[config.mk]
export PLATFORM = sky130hd
export DESIGN_NAME = fp16_mac_unit
export DESIGN_NICKNAME = d
export VERILOG_FILES = /design/src/design/fp16_pkg.sv /design/src/design/fp16_add.sv /design/src/design/fp16_mac_unit.sv /design/src/design/fp16_mul.sv
export SDC_FILE = /design/constraint.sdc
export NUM_CORES = 1
export LEC_CHECK = 0
export BUFFER_PORTS_ARGS = -buffer_cell sky130_fd_sc_hd__buf_2
export CORE_MARGIN = 4
export CORE_UTILIZATION = 29
export CTS_CLUSTER_SIZE = 8
export DETAILED_ROUTE_END_ITERATION = 10
export HOLD_SLACK_MARGIN = 0.05
export RECOVER_POWER = 25
export SLEW_MARGIN = 40
export SYNTH_ARGS = -nofsm -noshare
export SYNTH_HDL_FRONTEND = slang
export SYNTH_SLANG_ARGS = --single-unit
[constraint.sdc]
create_clock -name clk -period 21.3 [get_ports clk]
set_clock_uncertainty 0.05 [all_clocks]
set_input_delay 0 -clock clk [delete_from_list [all_inputs] [get_ports clk]]
set_output_delay 0 -clock clk [all_outputs]
set_load 0.02 [all_outputs]
[src/design/fp16_pkg.sv]
package fp16_pkg;

    ////////////////////////////////////////
    // Word format
    ////////////////////////////////////////

    // One IEEE half-precision word
    localparam int data_width = 16;
    localparam int exp_width = 5;

    // Stored mantissa, hidden bit not included
    localparam int man_width = 10;
    localparam int exp_bias = 15;

    // Field positions inside a word
    localparam int sign_bit = data_width - 1;
    localparam int exp_msb = sign_bit - 1;
    localparam int exp_lsb = man_width;

    ////////////////////////////////////////
    // Special encodings
    ////////////////////////////////////////

    // All-ones exponent, mantissa zero gives infinity
    localparam logic [exp_width-1:0] exp_max = '1;

    // Positive zero
    localparam logic [data_width-1:0] pos_zero = '0;

    ////////////////////////////////////////
    // Datapath widths
    ////////////////////////////////////////

    // Significand with the hidden bit
    localparam int sig_width = man_width + 1;

    // Full product of two significands
    localparam int prod_width = 2 * sig_width;

    // Carry bit, big significand and room below it for the
    // largest alignment shift, so a sum is exact before truncation
    localparam int add_width = sig_width + 2 ** exp_width;

endpackage

[src/design/fp16_add.sv]
module fp16_add (
    input  logic [fp16_pkg::data_width-1:0] a,
    input  logic [fp16_pkg::data_width-1:0] b,
    output logic [fp16_pkg::data_width-1:0] s
);

    logic [fp16_pkg::data_width-2:0]   mag_a;
    logic [fp16_pkg::data_width-2:0]   mag_b;
    logic                              swap;
    logic [fp16_pkg::data_width-1:0]   op_big;
    logic [fp16_pkg::data_width-1:0]   op_small;
    logic [fp16_pkg::exp_width-1:0]    exp_big;
    logic [fp16_pkg::exp_width-1:0]    exp_small;
    logic [fp16_pkg::exp_width-1:0]    shift;
    logic [fp16_pkg::sig_width-1:0]    sig_big;
    logic [fp16_pkg::sig_width-1:0]    sig_small;
    logic [fp16_pkg::add_width-1:0]    ext_big;
    logic [fp16_pkg::add_width-1:0]    ext_small;
    logic [fp16_pkg::add_width-1:0]    sum_ext;
    logic [fp16_pkg::add_width-1:0]    norm;
    logic [fp16_pkg::man_width-1:0]    man;
    logic                              sign;
    logic                              subtract;
    int                                lzc;
    int                                exp_res;

    ////////////////////////////////////////
    // Operand ordering
    ////////////////////////////////////////

    // Subnormals are flushed to zero magnitude first
    assign mag_a = (a[fp16_pkg::exp_msb:fp16_pkg::exp_lsb] == '0)
                 ? '0 : a[fp16_pkg::data_width-2:0];
    assign mag_b = (b[fp16_pkg::exp_msb:fp16_pkg::exp_lsb] == '0)
                 ? '0 : b[fp16_pkg::data_width-2:0];

    assign swap     = mag_b > mag_a;
    assign op_big   = swap ? {b[fp16_pkg::sign_bit], mag_b} : {a[fp16_pkg::sign_bit], mag_a};
    assign op_small = swap ? {a[fp16_pkg::sign_bit], mag_a} : {b[fp16_pkg::sign_bit], mag_b};

    assign exp_big   = op_big[fp16_pkg::exp_msb:fp16_pkg::exp_lsb];
    assign exp_small = op_small[fp16_pkg::exp_msb:fp16_pkg::exp_lsb];

    // Zero magnitude has no hidden bit
    assign sig_big   = (exp_big == '0)
                     ? '0 : {1'b1, op_big[fp16_pkg::man_width-1:0]};
    assign sig_small = (exp_small == '0)
                     ? '0 : {1'b1, op_small[fp16_pkg::man_width-1:0]};

    // Ordered by magnitude, so exp_big is never below exp_small
    assign shift = exp_big - exp_small;

    ////////////////////////////////////////
    // Exact alignment and sum
    ////////////////////////////////////////

    assign ext_big   = {1'b0, sig_big, {(fp16_pkg::add_width-fp16_pkg::sig_width-1){1'b0}}};
    assign ext_small = {1'b0, sig_small, {(fp16_pkg::add_width-fp16_pkg::sig_width-1){1'b0}}}
                       >> shift;

    assign subtract = op_big[fp16_pkg::sign_bit] ^ op_small[fp16_pkg::sign_bit];
    assign sum_ext  = subtract ? ext_big - ext_small : ext_big + ext_small;

    // Larger operand decides the sign
    assign sign = op_big[fp16_pkg::sign_bit];

    // Leading zero count, lowest set bit scanned first
    always_comb begin
        lzc = fp16_pkg::add_width;
        for (int i = 0; i < fp16_pkg::add_width; i++) begin
            if (sum_ext[i]) begin
                lzc = fp16_pkg::add_width - 1 - i;
            end
        end
    end

    // Leading one moves to the top bit
    assign norm = sum_ext << lzc;
    assign man  = norm[fp16_pkg::add_width-2 -: fp16_pkg::man_width];

    // Hidden bit sits one below the carry bit when lzc is 1
    assign exp_res = int'(exp_big) + 1 - lzc;

    ////////////////////////////////////////
    // Result packing
    ////////////////////////////////////////

    always_comb begin
        if (sum_ext == '0) begin
            // Exact cancellation
            s = fp16_pkg::pos_zero;
        end else if (exp_res <= 0) begin
            s = {sign, {(fp16_pkg::data_width-1){1'b0}}};
        end else if (exp_res >= int'(fp16_pkg::exp_max)) begin
            s = {sign, fp16_pkg::exp_max, {fp16_pkg::man_width{1'b0}}};
        end else begin
            s = {sign, exp_res[fp16_pkg::exp_width-1:0], man};
        end
    end

endmodule

[src/design/fp16_mac_unit.sv]
module fp16_mac_unit (
    input  logic                            clk,
    input  logic                            rst_n,
    input  logic                            first,
    input  logic                            last,
    input  logic [fp16_pkg::data_width-1:0] fm,
    input  logic [fp16_pkg::data_width-1:0] weight,
    output logic [fp16_pkg::data_width-1:0] result
);

    logic [fp16_pkg::data_width-1:0] prod;
    logic [fp16_pkg::data_width-1:0] sum;
    logic [fp16_pkg::data_width-1:0] acc;
    logic [fp16_pkg::data_width-1:0] acc_next;

    fp16_mul i_mul (
        .a (fm),
        .b (weight),
        .p (prod)
    );

    fp16_add i_add (
        .a (acc),
        .b (prod),
        .s (sum)
    );

    // First sample of a window starts a fresh sum
    assign acc_next = first ? prod : sum;

    always_ff @(posedge clk) begin
        acc <= acc_next;
    end

    // Completed window value, held until the next window closes
    always_ff @(posedge clk or negedge rst_n) begin
        if (!rst_n) begin
            result <= fp16_pkg::pos_zero;
        end else if (last) begin
            result <= acc_next;
        end
    end

endmodule

[src/design/fp16_mul.sv]
module fp16_mul (
    input  logic [fp16_pkg::data_width-1:0] a,
    input  logic [fp16_pkg::data_width-1:0] b,
    output logic [fp16_pkg::data_width-1:0] p
);

    logic                              sign;
    logic [fp16_pkg::exp_width-1:0]    exp_a;
    logic [fp16_pkg::exp_width-1:0]    exp_b;
    logic [fp16_pkg::sig_width-1:0]    sig_a;
    logic [fp16_pkg::sig_width-1:0]    sig_b;
    logic [fp16_pkg::prod_width-1:0]   prod;
    logic [fp16_pkg::man_width-1:0]    man;
    logic                              zero_in;
    logic                              carry;
    int                                exp_sum;

    assign sign  = a[fp16_pkg::sign_bit] ^ b[fp16_pkg::sign_bit];
    assign exp_a = a[fp16_pkg::exp_msb:fp16_pkg::exp_lsb];
    assign exp_b = b[fp16_pkg::exp_msb:fp16_pkg::exp_lsb];

    // Subnormal operands count as zero
    assign zero_in = (exp_a == '0) || (exp_b == '0);

    assign sig_a = {1'b1, a[fp16_pkg::man_width-1:0]};
    assign sig_b = {1'b1, b[fp16_pkg::man_width-1:0]};

    // Product lies in [1, 4), binary point below the top two bits
    assign prod  = sig_a * sig_b;
    assign carry = prod[fp16_pkg::prod_width-1];

    // Normalise by one place when the product reached 2 or more
    assign man = carry ? prod[fp16_pkg::prod_width-2 -: fp16_pkg::man_width]
                       : prod[fp16_pkg::prod_width-3 -: fp16_pkg::man_width];

    assign exp_sum = int'(exp_a) + int'(exp_b) - fp16_pkg::exp_bias + int'(carry);

    ////////////////////////////////////////
    // Result packing
    ////////////////////////////////////////

    always_comb begin
        if (zero_in || exp_sum <= 0) begin
            // Zero operand or underflow, keep the sign
            p = {sign, {(fp16_pkg::data_width-1){1'b0}}};
        end else if (exp_sum >= int'(fp16_pkg::exp_max)) begin
            p = {sign, fp16_pkg::exp_max, {fp16_pkg::man_width{1'b0}}};
        end else begin
            // Low product bits dropped, truncation toward zero
            p = {sign, exp_sum[fp16_pkg::exp_width-1:0], man};
        end
    end

endmodule

==> results.md <==
- Seq/Total Area, Yosys: 0.0527
- Diode count: 0
- Reg2reg path depth: 55
- Ys Warns: 0
- Number of global-route vias before repair: 13,500
- CTS root buf: clkbuf_16
- Initial antenna violation count: 0
- GP Congestion: 0.965
- Initial Util: 0.294
- Tightest Hold Check Type: in -> reg
- Post-CTS Hold Fix Bufs: 1
- TritonCTS clock tree: built
- Tcrit/Tclk final: 0.890
- Slew @ Worst Pin: 0.975 ns
- Critical Path Start: fm[1]
- Cts bufs inserted: 5
- Cell Area, Placed: 0.0144 mm^2
- Final net count: 2,040
- Outcome: finished, final reports clean
- Global-route wire length before repair: 74,600 um
- Final WL: 46,400 um
- Post-Syn Area per Cell: 7.48 um^2
- Layout area overhead: 6.82%
- Slowest stage delay, CP: 0.65 ns
- Achievable frequency: 52.8 MHz
- Number of flops mapped to enable cells by yosys: 0
- Port Buf Inserts: 51
- CTS max path bufs: 2
- DR vias: 14,000
- R2R setup slack: 7.98 ns
- Asr flop ratio synth: 0.500
- Synth unique cells: 123
- Largest net degree at the start of global routing: 51
- Worst setup path category: in -> reg
- Die height: 225 um
- Reg2reg end: result[7]
- Die X: 225 um
- Share of cells above drive strength 1: 0.108
- Mapped cell area: 0.0137 mm^2
- Critical Path RT: 21.45 ns
- Footprint of the multi-input gates: 0.0120 mm^2
- # rows: 79
- Syn_nets: 2,057
- I/O pin count: 52
- First-pass detailed-route iteration total: 6
- Worst setup SP type: primary input
- CP dominant cell by count: ha_1
- Slowest stage cell, crit path: a311oi_4
- Post-layout minimum cycle time: 18.95 ns
- DRT iter0 DRCs: 1,142
- GRT Total Usage: 0.177
- Main synth FF type: dfxtp_1
- Clk sinks: 32
- Die Area: 0.0507 mm^2
- Drt via density: 5.78
- CTS HTree Levels: 2
- Setup bufs post-CTS: 0
- Design Area, Final: 0.0146 mm^2
- Crit Path Max Fanout: 36
- Skew-Pair Late Insertion Delay: 0.28 ns
- Final hold vios: 0
- Crit path to: result[7]
- Reg area: 721 um^2
- Routed wire per std cell: 19.2 um
- Worst EP arrival: 19.10 ns
- Syn Inst Count: 1,827
- Rel. slew slack: 0.350
- Slew Viols, Final: 0
- Worst-path clk slew: 0.05 ns
- Total negative slack: 0 ns
- Seq cells post-synth: 32
- Area of the core: 0.0466 mm^2
- # fillers: 4,976
- Max Cap Viol: 0
- Worst R2R Start: acc[11]
- Detail Route Antenna Nets: 0
- Unrepaired setup endpoints after global routing: false
- Post-CTS Resized: 0
- Post-DP HPWL: 37,900 um
- Remaining DRCs: 0
- Endpoint class of the critical path: flip-flop
- Grt total ovfl: 0
- Setup-failing EPs final: 0
-- logic make-up after synthesis --
family,synth area share
muxes,0.0757
AOI/OAI and AO/OA,0.293
xor gates and xnor gates,0.0420
buffers and inverters,0.0723
DFF,0.0527
adders and majority gates,0.223
and+or+nand+nor,0.241
-- critical path: cells and delay by family --
family                   cells  cell delay [ns]
AO/OA/AOI/OAI               31             7.31
adder cells (fa/ha/maj)     13             5.49
AND/OR/NAND/NOR             23             4.37
buffers and inverters       10             1.42
multiplexers                 1             0.31
XOR/XNOR                     1             0.15
-- worst min-delay path by stage --
stage	start	cells after the start	slack [ns]	end
global route	last	3	0.19	result[7]
floorplan	rst_n	0	-0.35	result[0]
finish	first	3	0.18	acc[5]
CTS	rst_n	2	0.14	result[7]
detailed placement	rst_n	1	-0.1	result[7]
global placement	rst_n	1	-0.10	result[7]
-- per-layer routing --
metal	vias up	part of all wire	track usage
met4	0	0.040	0.0581
met5	-	0	0
met2	574	0.45	0.289
met3	104	0.053	0.0115
li1	6619	-	-
met1	6683	0.46	0.251
-- sequential cells by signal, indices dropped and copies added (netlist names) --
| name | count |
|---|---|
| result | 16 |
| acc | 16 |
-- cell usage after synthesis (26+ instances only) --
cell,number,share of area
fa_1,83,0.12
ha_1,111,0.10
xnor2_1,32,0.021
a31oi_1,29,0.013
nand3_1,53,0.019
nand2_1,194,0.053
o21ai_0,68,0.025
mux2i_1,51,0.037
clkbuf_1,56,0.015
and2_1,62,0.028
nor2_1,152,0.042
nand2b_1,26,0.012
a211oi_1,40,0.022
a21oi_1,109,0.040
nor3_1,47,0.017
a21o_1,31,0.017
inv_1,148,0.041
xor2_1,31,0.020
mux2_2,35,0.029
-- layout make-up --
class	count	share of cell area
Multi-Input combinational cell	1552	0.821
Tap cell	607	0.0520
Sequential cell	32	0.0494
Inverter	153	0.0397
Timing Repair Buffer	66	0.0253
Clock buffer	7	0.0105
Clock inverter	1	0.00206
-- through the flow --
stage	hold WS (ns)	worst slack (ns)	std cells	util
3_3_place_gp	-0.104	2.70	2409	0.309
3_5_place_dp	-0.0981	2.12	2409	0.309
5_1_grt	0.187	0.733	2418	0.314
6_report	0.178	2.35	2418	0.314
2_1_floorplan	-0.346	4.56	1827	-
4_1_cts	0.145	2.36	2418	0.313
-- cells in the final DEF, fill, tap and decap left out, types with 50 or more instances in the layout --
cell type / instances
a21oi_1: 109
and2_1: 62
buf_2: 50
fa_1: 83
ha_1: 111
inv_1: 148
mux2i_1: 51
nand2_1: 194
nand3_1: 53
nor2_1: 151
o21ai_0: 68
Power is left out: the tool's default activity adds up to more than one toggle a clock period on the data nets, which glitch-free logic cannot reach.
