### src/design/fp16_pkg.sv
package fp16_pkg;

    ////////////////////////////////////////
    // Word format
    ////////////////////////////////////////

    // One IEEE half-precision word
    localparam int data_width = 16;
    localparam int exp_width = 5;

    // Stored mantissa, hidden bit not included
    localparam int man_width = 10;
    localparam int exp_bias = 15;

    // Field positions inside a word
    localparam int sign_bit = data_width - 1;
    localparam int exp_msb = sign_bit - 1;
    localparam int exp_lsb = man_width;

    ////////////////////////////////////////
    // Special encodings
    ////////////////////////////////////////

    // All-ones exponent, mantissa zero gives infinity
    localparam logic [exp_width-1:0] exp_max = '1;

    // Positive zero
    localparam logic [data_width-1:0] pos_zero = '0;

    ////////////////////////////////////////
    // Datapath widths
    ////////////////////////////////////////

    // Significand with the hidden bit
    localparam int sig_width = man_width + 1;

    // Full product of two significands
    localparam int prod_width = 2 * sig_width;

    // Carry bit, big significand and room below it for the
    // largest alignment shift, so a sum is exact before truncation
    localparam int add_width = sig_width + 2 ** exp_width;

endpackage

### src/design/conv_pkg.sv
package conv_pkg;

    ////////////////////////////////////////
    // Convolution array
    ////////////////////////////////////////

    // One MAC unit per output position of a 3x3 window
    localparam int unit_num = 9;

    // Values carried on each fm bus
    localparam int row_units = 3;

    // Width of the window length input
    localparam int clk_num_width = 8;

    // Nine float16 sums side by side
    localparam int ret_size = unit_num * fp16_pkg::data_width;

endpackage

### src/design/conv_sequencer.sv
module conv_sequencer (
    input  logic                               clk,
    input  logic                               rst_n,
    input  logic [conv_pkg::clk_num_width-1:0] clk_num,
    output logic                               first,
    output logic                               last,
    output logic                               result_ready
);

    logic [conv_pkg::clk_num_width-1:0] cnt;
    logic [conv_pkg::clk_num_width-1:0] clk_num_lat;
    logic [conv_pkg::clk_num_width-1:0] clk_num_cur;

    // Sample index 0 opens a window
    assign first = (cnt == '0);

    // Window length taken live at sample 0, latched copy afterwards
    assign clk_num_cur = first ? clk_num : clk_num_lat;
    assign last        = (cnt == clk_num_cur);

    always_ff @(posedge clk or negedge rst_n) begin
        if (!rst_n) begin
            cnt          <= '0;
            clk_num_lat  <= '0;
            result_ready <= 1'b0;
        end else begin
            result_ready <= last;
            if (first) begin
                clk_num_lat <= clk_num;
            end
            // Wrap straight into the next window
            if (last) begin
                cnt <= '0;
            end else begin
                cnt <= cnt + 1'b1;
            end
        end
    end

endmodule

### config.mk
export PLATFORM = sky130hd
export DESIGN_NAME = conv_sequencer
export DESIGN_NICKNAME = d
export VERILOG_FILES = /design/src/design/fp16_pkg.sv /design/src/design/conv_pkg.sv /design/src/design/conv_sequencer.sv
export SDC_FILE = /design/constraint.sdc
export NUM_CORES = 1
export LEC_CHECK = 0
export BUFFER_PORTS_ARGS = -buffer_cell sky130_fd_sc_hd__buf_2
export CAP_MARGIN = 0
export CORE_UTILIZATION = 58
export CTS_CLUSTER_DIAMETER = 120
export DETAILED_ROUTE_END_ITERATION = 16
export GPL_TIMING_DRIVEN = 1
export PLACE_DENSITY_LB_ADDON = 0.08
export SYNTH_ARGS = -nofsm -noshare
export SYNTH_HDL_FRONTEND = slang
export SYNTH_SLANG_ARGS = --single-unit
### constraint.sdc
create_clock -name clk -period 5.5 [get_ports clk]
set_input_delay 0.55 -clock clk [delete_from_list [all_inputs] [get_ports clk]]
set_output_delay 0.55 -clock clk [all_outputs]
set_load 0.01 [all_outputs]
==> results.py, run 1 <==
metrics = {
    "status": {
        "status": "finished, final reports clean",
    },
    "synth": {
        "synth.yosys.seq_area_share": 0.486,
        "yosys_warnings": 0,
        "synth_cells": 83,
        "netlist_area_um2": 876,
        "synth_area_per_cell_um2": 10.6,
        "synth_cell_types": 23,
        "syn-num-nets": 95,
        "ys_ff_latch": 17,
    },
    "clock_tree": {
        "cts_max_level": 1,
        "numCtsBuffers": 3,
        "cts_resized": 0,
        "cts_tree": "built",
        "clk_latency_ns": 0.28,
        "post_cts_buffers": 0,
        "cts_max_path_buffers": 2,
        "numClockSinks": 17,
        "cts_hold_buf": 0,
        "clock-root-buffer": "clkbuf_4",
        "cts.clk_slew.worst_paths_ns": 0.09,
    },
    "setup_path": {
        "crit_chain": "nor4_1 > nand4_1 > or4b_4 > a21oi_4 > buf_2",
        "slowest_stage": "or4b_4",
        "critPathBufInv": 1,
        "start_kind": "flop",
        "criticalPathCategory": "flop to output port",
        "critPathMaxFanout": 13,
        "cp.arrival_ns": 2.76,
        "endpoint_kind": "output port",
        "crit_required_ns": 4.95,
        "cpLargestDelayFamily": "simple AND/OR/NAND/NOR gates",
        "max_stage_delay_ns": 0.72,
    },
    "min_path": {
        "hp-class": "input port to asynchronous set/reset pin",
    },
    "die": {
        "die_area_um2": 1670,
        "io_pins": 13,
        "fp-row-count": 13,
        "die_width_um": 40.9,
        "die_y_um": 40.9,
        "design.core.area_um2": 1350,
        "start_util": 0.649,
    },
    "pwr": {
        "power_leakage_nw": 0.477,
        "vdd_drop_max_mv": 0.355,
        "power_frac_clock": 0.124,
        "p_total_uw": 517,
        "combinationalPowerShare": 0.395,
        "p_sw_uw": 199,
        "switching_share": 0.385,
        "powerDensity_nw_per_um2": 529,
        "internal_power_uw": 318,
        "pwr-share-seq": 0.482,
    },
    "route": {
        "via_count": 640,
        "viasPerCell": 5.66,
        "first_pass_iters": 4,
        "drt_iter0_drc": 10,
        "route.detailed.drc": 0,
        "wl_per_cell_um": 14.3,
        "ant_nets": 0,
        "drt_wl_total_um": 1620,
    },
    "place": {
        "io_buffers": 12,
        "placed_cells": 109,
        "place_area_um2": 951,
        "post-place-ws_ns": 2.50,
        "place.gp.congestion": 0.806,
        "dp_hpwl_um": 1240,
    },
    "final_layout": {
        "fill_cells": 111,
        "area_delta_synth_final_pct": 11.6,
        "final_nets": 111,
        "instances_no_fill": 113,
        "final_common_cell": "dfrtp_1",
        "drive_gt1_frac": 0.235,
        "mostFrequentLayoutCells": "dfrtp_1, buf_2, inv_1",
        "final_util": 0.724,
        "num_antenna_cells": 0,
        "final_area_um2": 977,
    },
    "sta": {
        "hold_viol": 0,
        "hold_ws_ns": 0.163,
        "finalSetupViolations": 0,
        "fin_setup_tns_ns": 0,
        "rsz0062_at_grt": "no",
        "skew_ns": 0.00509,
        "setup_ws_ns": 2.19,
        "slew_violations": 0,
        "period_needed_ns": 3.31,
        "period_share": 0.602,
        "max_freq_ghz": 0.302,
        "max_slew_margin": 0.621,
        "tightestPinTransition_ns": 0.568,
    },
    "global_routing": {
        "grt_max_degree": 18,
        "antenna_found_initial": 0,
        "grtUsageTotal": 0.231,
        "grt_remaining_overflow": 0,
        "grt_pass1_vias": 554,
        "grt_pass1_wl_um": 2420,
    },
    "job": {
        "timing.max_cap.violations": 0,
    },
}
## logic make-up after synthesis
| family | synth area share |
|---|---|
| xor+xnor | 0.100 |
| compound gates | 0.100 |
| flops | 0.486 |
| fa+ha+maj | 0.0286 |
| buf+inv | 0.0514 |
| mux | 0.0771 |
| simple gates | 0.157 |
## registers in the layout, summed over array words and instances (netlist names)
| signal | flops |
|---|---|
| cnt | 8 |
| clk_num_lat | 8 |
| result_ready | 1 |
## power by group through the flow
stage | clock network [mW] | registers [mW] | logic (mW)
6_report | 0.0639 | 0.249 | 0.204
5_1_grt | 0.0726 | 0.257 | 0.227
4_1_cts | 0.0680 | 0.249 | 0.206
3_5_place_dp | 0 | 0.252 | 0.204
3_3_place_gp | 0 | 0.248 | 0.196
2_1_floorplan | 0 | 0.233 | 0.165
## synth_stat cells
cell type  number  area share
nor2_1          7       0.030
nand2_1         2      0.0086
a2111oi_0       1       0.010
ha_1            2       0.029
or3_1           2       0.014
and3_1          2       0.014
o21ai_0         2       0.011
clkbuf_1        1      0.0043
o22ai_1         4       0.029
nand3_1         3       0.017
nand4_1         2       0.014
nor2b_1         5       0.036
or4b_4          1       0.016
a221oi_1        1       0.010
nor4_1          1      0.0071
xnor2_1         5       0.050
mux2_2          6       0.077
a2111o_1        1       0.013
a21oi_4         1       0.019
dfrtp_1        17        0.49
inv_1          11       0.047
xor2_1          5       0.050
a22oi_1         1      0.0086
## routing by layer
metal / vias to the layer above / wire [um] / global-route usage / share of wire
li1: 315 / - / - / -
met1: 304 / 727 / 0.283 / 0.45
met2: 17 / 819 / 0.363 / 0.51
met3: 4 / 57 / 0.0489 / 0.035
met4: 0 / 16 / 0.150 / 0.0099
met5: - / 0 / 0 / 0
## worst register-to-register path: cells and delay by family, from the launching register on
| family | cells | cell delay, ns |
|---|---|---|
| compound gates | 1 | 0.29 |
| flops | 1 | 0.47 |
| simple gates | 4 | 1.61 |
## path summary, 6_finish.rpt
path | start | to | slack, ns | cells after the start
worst max-delay path | cnt[4] | last | 2.19 | 5
worst min register to register | clk_num_lat[7] | clk_num_lat[7] | 0.52 | 2
max in group asynchronous | rst_n | clk_num_lat[3] | 5.07 | 1
worst min-delay path | rst_n | result_ready | 0.16 | 1
min in group clk | clk_num[5] | clk_num_lat[5] | 0.51 | 2
worst max register to register | cnt[4] | cnt[3] | 3.01 | 5
## cell type report
| class | instances | area, um^2 | area share |
|---|---|---|---|
| clock buffer | 4 | 26.3 | 0.0269 |
| timing repair buffer | 12 | 60.1 | 0.0615 |
| tap | 15 | 18.8 | 0.0192 |
| sequential | 17 | 425 | 0.435 |
| multi-input combinational | 54 | 405 | 0.415 |
| inverter | 11 | 41.3 | 0.0423 |
(Power assumes the default switching activity.)
==> run 2: changes to the inputs <==
- CORE_UTILIZATION: 58 -> 54
- clock period: 5.5 -> 3.35 ns (I/O delays scaled with it)
==> run 2 against run 1 <==
Final cell count up 2.7%. Count of clock-buffer cells in the layout is the same. Clock power grew 64%. Non-clock buffer count increased by 2. Register-to-register slack got worse by 1.8 ns. Die area increased by 7.0%. Largest cell class unchanged. Highest routed layer unchanged.
==> results.py, run 2 (same netlist as run 1, synthesis figures left out) <==
metrics = {
    "pwr": {
        "vdd_drop_max_mv": 0.499,
        "powerDensity_nw_per_um2": 844,
        "power_leakage_nw": 0.486,
    },
    "final_layout": {
        "drive_gt1_frac": 0.240,
        "final_nets": 113,
        "final_common_cell": "dfrtp_1",
        "fill_cells": 121,
        "final_area_um2": 996,
        "register_area_um2": 425,
        "multi_input_area_um2": 405,
        "num_antenna_cells": 0,
        "largestRegisters": "clk_num_lat: 8 flops, cnt: 8 flops, result_ready: 1 flops",
        "area_delta_synth_final_pct": 13.7,
        "mostFrequentLayoutCells": "dfrtp_1, buf_2, inv_1",
    },
    "setup_path": {
        "crit_end": "last",
        "r2r-start": "cnt[4]",
        "crit_chain": "nor4_1 > nand4_1 > buf_4 > or4b_4 > a21oi_4 > buf_2",
        "path_depth": 6,
        "critPathBufInv": 2,
        "critPathMaxFanout": 13,
        "start_kind": "flop",
        "max_stage_delay_ns": 0.56,
        "cp-startpoint": "cnt[4]",
        "r2r_setup_slack_ns": 1.16,
        "endpoint_kind": "output port",
        "r2r-end": "cnt[2]",
        "slowest_stage": "or4b_4",
        "reg2regPathDepth": 6,
        "cpLargestDelayFamily": "simple AND/OR/NAND/NOR gates",
        "criticalPathCategory": "flop to output port",
        "crit_required_ns": 3.01,
        "cp.arrival_ns": 2.46,
    },
    "route": {
        "drt_iter0_drc": 7,
        "viasPerCell": 5.41,
        "drt_wl_total_um": 1520,
        "wl_per_cell_um": 13.1,
        "ant_nets": 0,
        "first_pass_iters": 4,
        "route.detailed.drc": 0,
        "via_count": 627,
    },
    "clock_tree": {
        "numClockSinks": 17,
        "cts_max_path_buffers": 2,
        "cts.clk_slew.worst_paths_ns": 0.09,
        "numCtsBuffers": 3,
        "cts_max_level": 1,
        "clk_latency_ns": 0.28,
        "cts_resized": 0,
        "cts_tree": "built",
        "clock-root-buffer": "clkbuf_4",
    },
    "status": {
        "status": "finished, final reports clean",
    },
    "die": {
        "die_y_um": 42.3,
        "die_area_um2": 1790,
        "start_util": 0.581,
        "fp-row-count": 14,
        "design.core.area_um2": 1510,
        "io_pins": 13,
        "die_width_um": 42.3,
    },
    "global_routing": {
        "grt_remaining_overflow": 0,
        "grt_pass1_wl_um": 2750,
        "antenna_found_initial": 0,
        "grt_max_degree": 18,
        "grtUsageTotal": 0.203,
        "grt_pass1_vias": 629,
    },
    "place": {
        "place_area_um2": 960,
        "place.gp.congestion": 0.820,
        "io_buffers": 12,
        "dp_hpwl_um": 1180,
    },
    "sta": {
        "fin_setup_tns_ns": 0,
        "slew_violations": 0,
        "max_slew_margin": 0.714,
        "tightestPinTransition_ns": 0.418,
        "period_share": 0.835,
        "period_needed_ns": 2.80,
        "finalSetupViolations": 0,
        "hold_viol": 0,
        "skew_ns": 0.00139,
        "rsz0062_at_grt": "no",
        "max_freq_ghz": 0.358,
        "hold_ws_ns": 0.293,
    },
    "min_path": {
        "hp-class": "input port to flop",
    },
    "job": {
        "timing.max_cap.violations": 0,
    },
}
-- run 2: cell count changes in the layout (fill, tap and decap cells not counted), sizes merged --
cell         change
buf              +1
dlygate4sd3      +1
-- run 2: routing by layer --
layer | global-route usage | vias up | part of all wire
met3 | 0.0259 | 2 | 0.039
met1 | 0.274 | 295 | 0.48
li1 | - | 315 | -
met4 | 0.0938 | 0 | 0.0059
met5 | 0 | - | 0
met2 | 0.326 | 15 | 0.48
-- run 2: layout make-up --
class | instances | share of cell area
sequential | 17 | 0.427
inverter | 11 | 0.0415
tap | 16 | 0.0201
clock buffer | 4 | 0.0264
multi-input combinational | 54 | 0.407
timing repair buffer | 14 | 0.0779
-- run 2: what timing repair did --
action / CTS / global route
hold buffers: 1 / 0
hold endpoints to repair: 17 / 0
setup buffers: 0 / 0
-- run 2: worst min path at each step --
stage,startpoint,end,cells past startpoint,slack [ns]
2_1_floorplan,rst_n,clk_num_lat[0],0,0.04
3_3_place_gp,rst_n,cnt[7],1,0.27
3_5_place_dp,rst_n,cnt[7],1,0.27
4_1_cts,clk_num[5],clk_num_lat[5],2,0.29
5_1_grt,clk_num[3],clk_num_lat[3],2,0.29
6_report,clk_num[3],clk_num_lat[3],2,0.29
-- run 2: power breakdown --
part | total, mW | internal, mW | leakage (nW) | switching [mW]
sequential | 0.408 | 0.303 | 0.204 | 0.105
clock | 0.105 | 0.0462 | 0.0150 | 0.0592
combinational | 0.328 | 0.173 | 0.266 | 0.155
-- run 2: worst register-to-register path, stage by stage, from the launching register on --
cell and delay, ns:
dfrtp_1 0.47, nor4_1 0.35, nand4_1 0.13, buf_4 0.19, or4b_4 0.56, a21oi_4 0.29, nor2_1 0.09
-- run 2: through the flow --
stage | total power, mW | cells | setup slack, ns | utilization
floorplan | 0.653 | 83 | 1.30 | -
global placement | 0.733 | 111 | 0.968 | 0.637
detailed placement | 0.740 | 111 | 0.858 | 0.637
CTS | 0.846 | 116 | 0.535 | 0.661
global route | 0.915 | 116 | 0.410 | 0.661
finish | 0.841 | 116 | 0.553 | 0.661
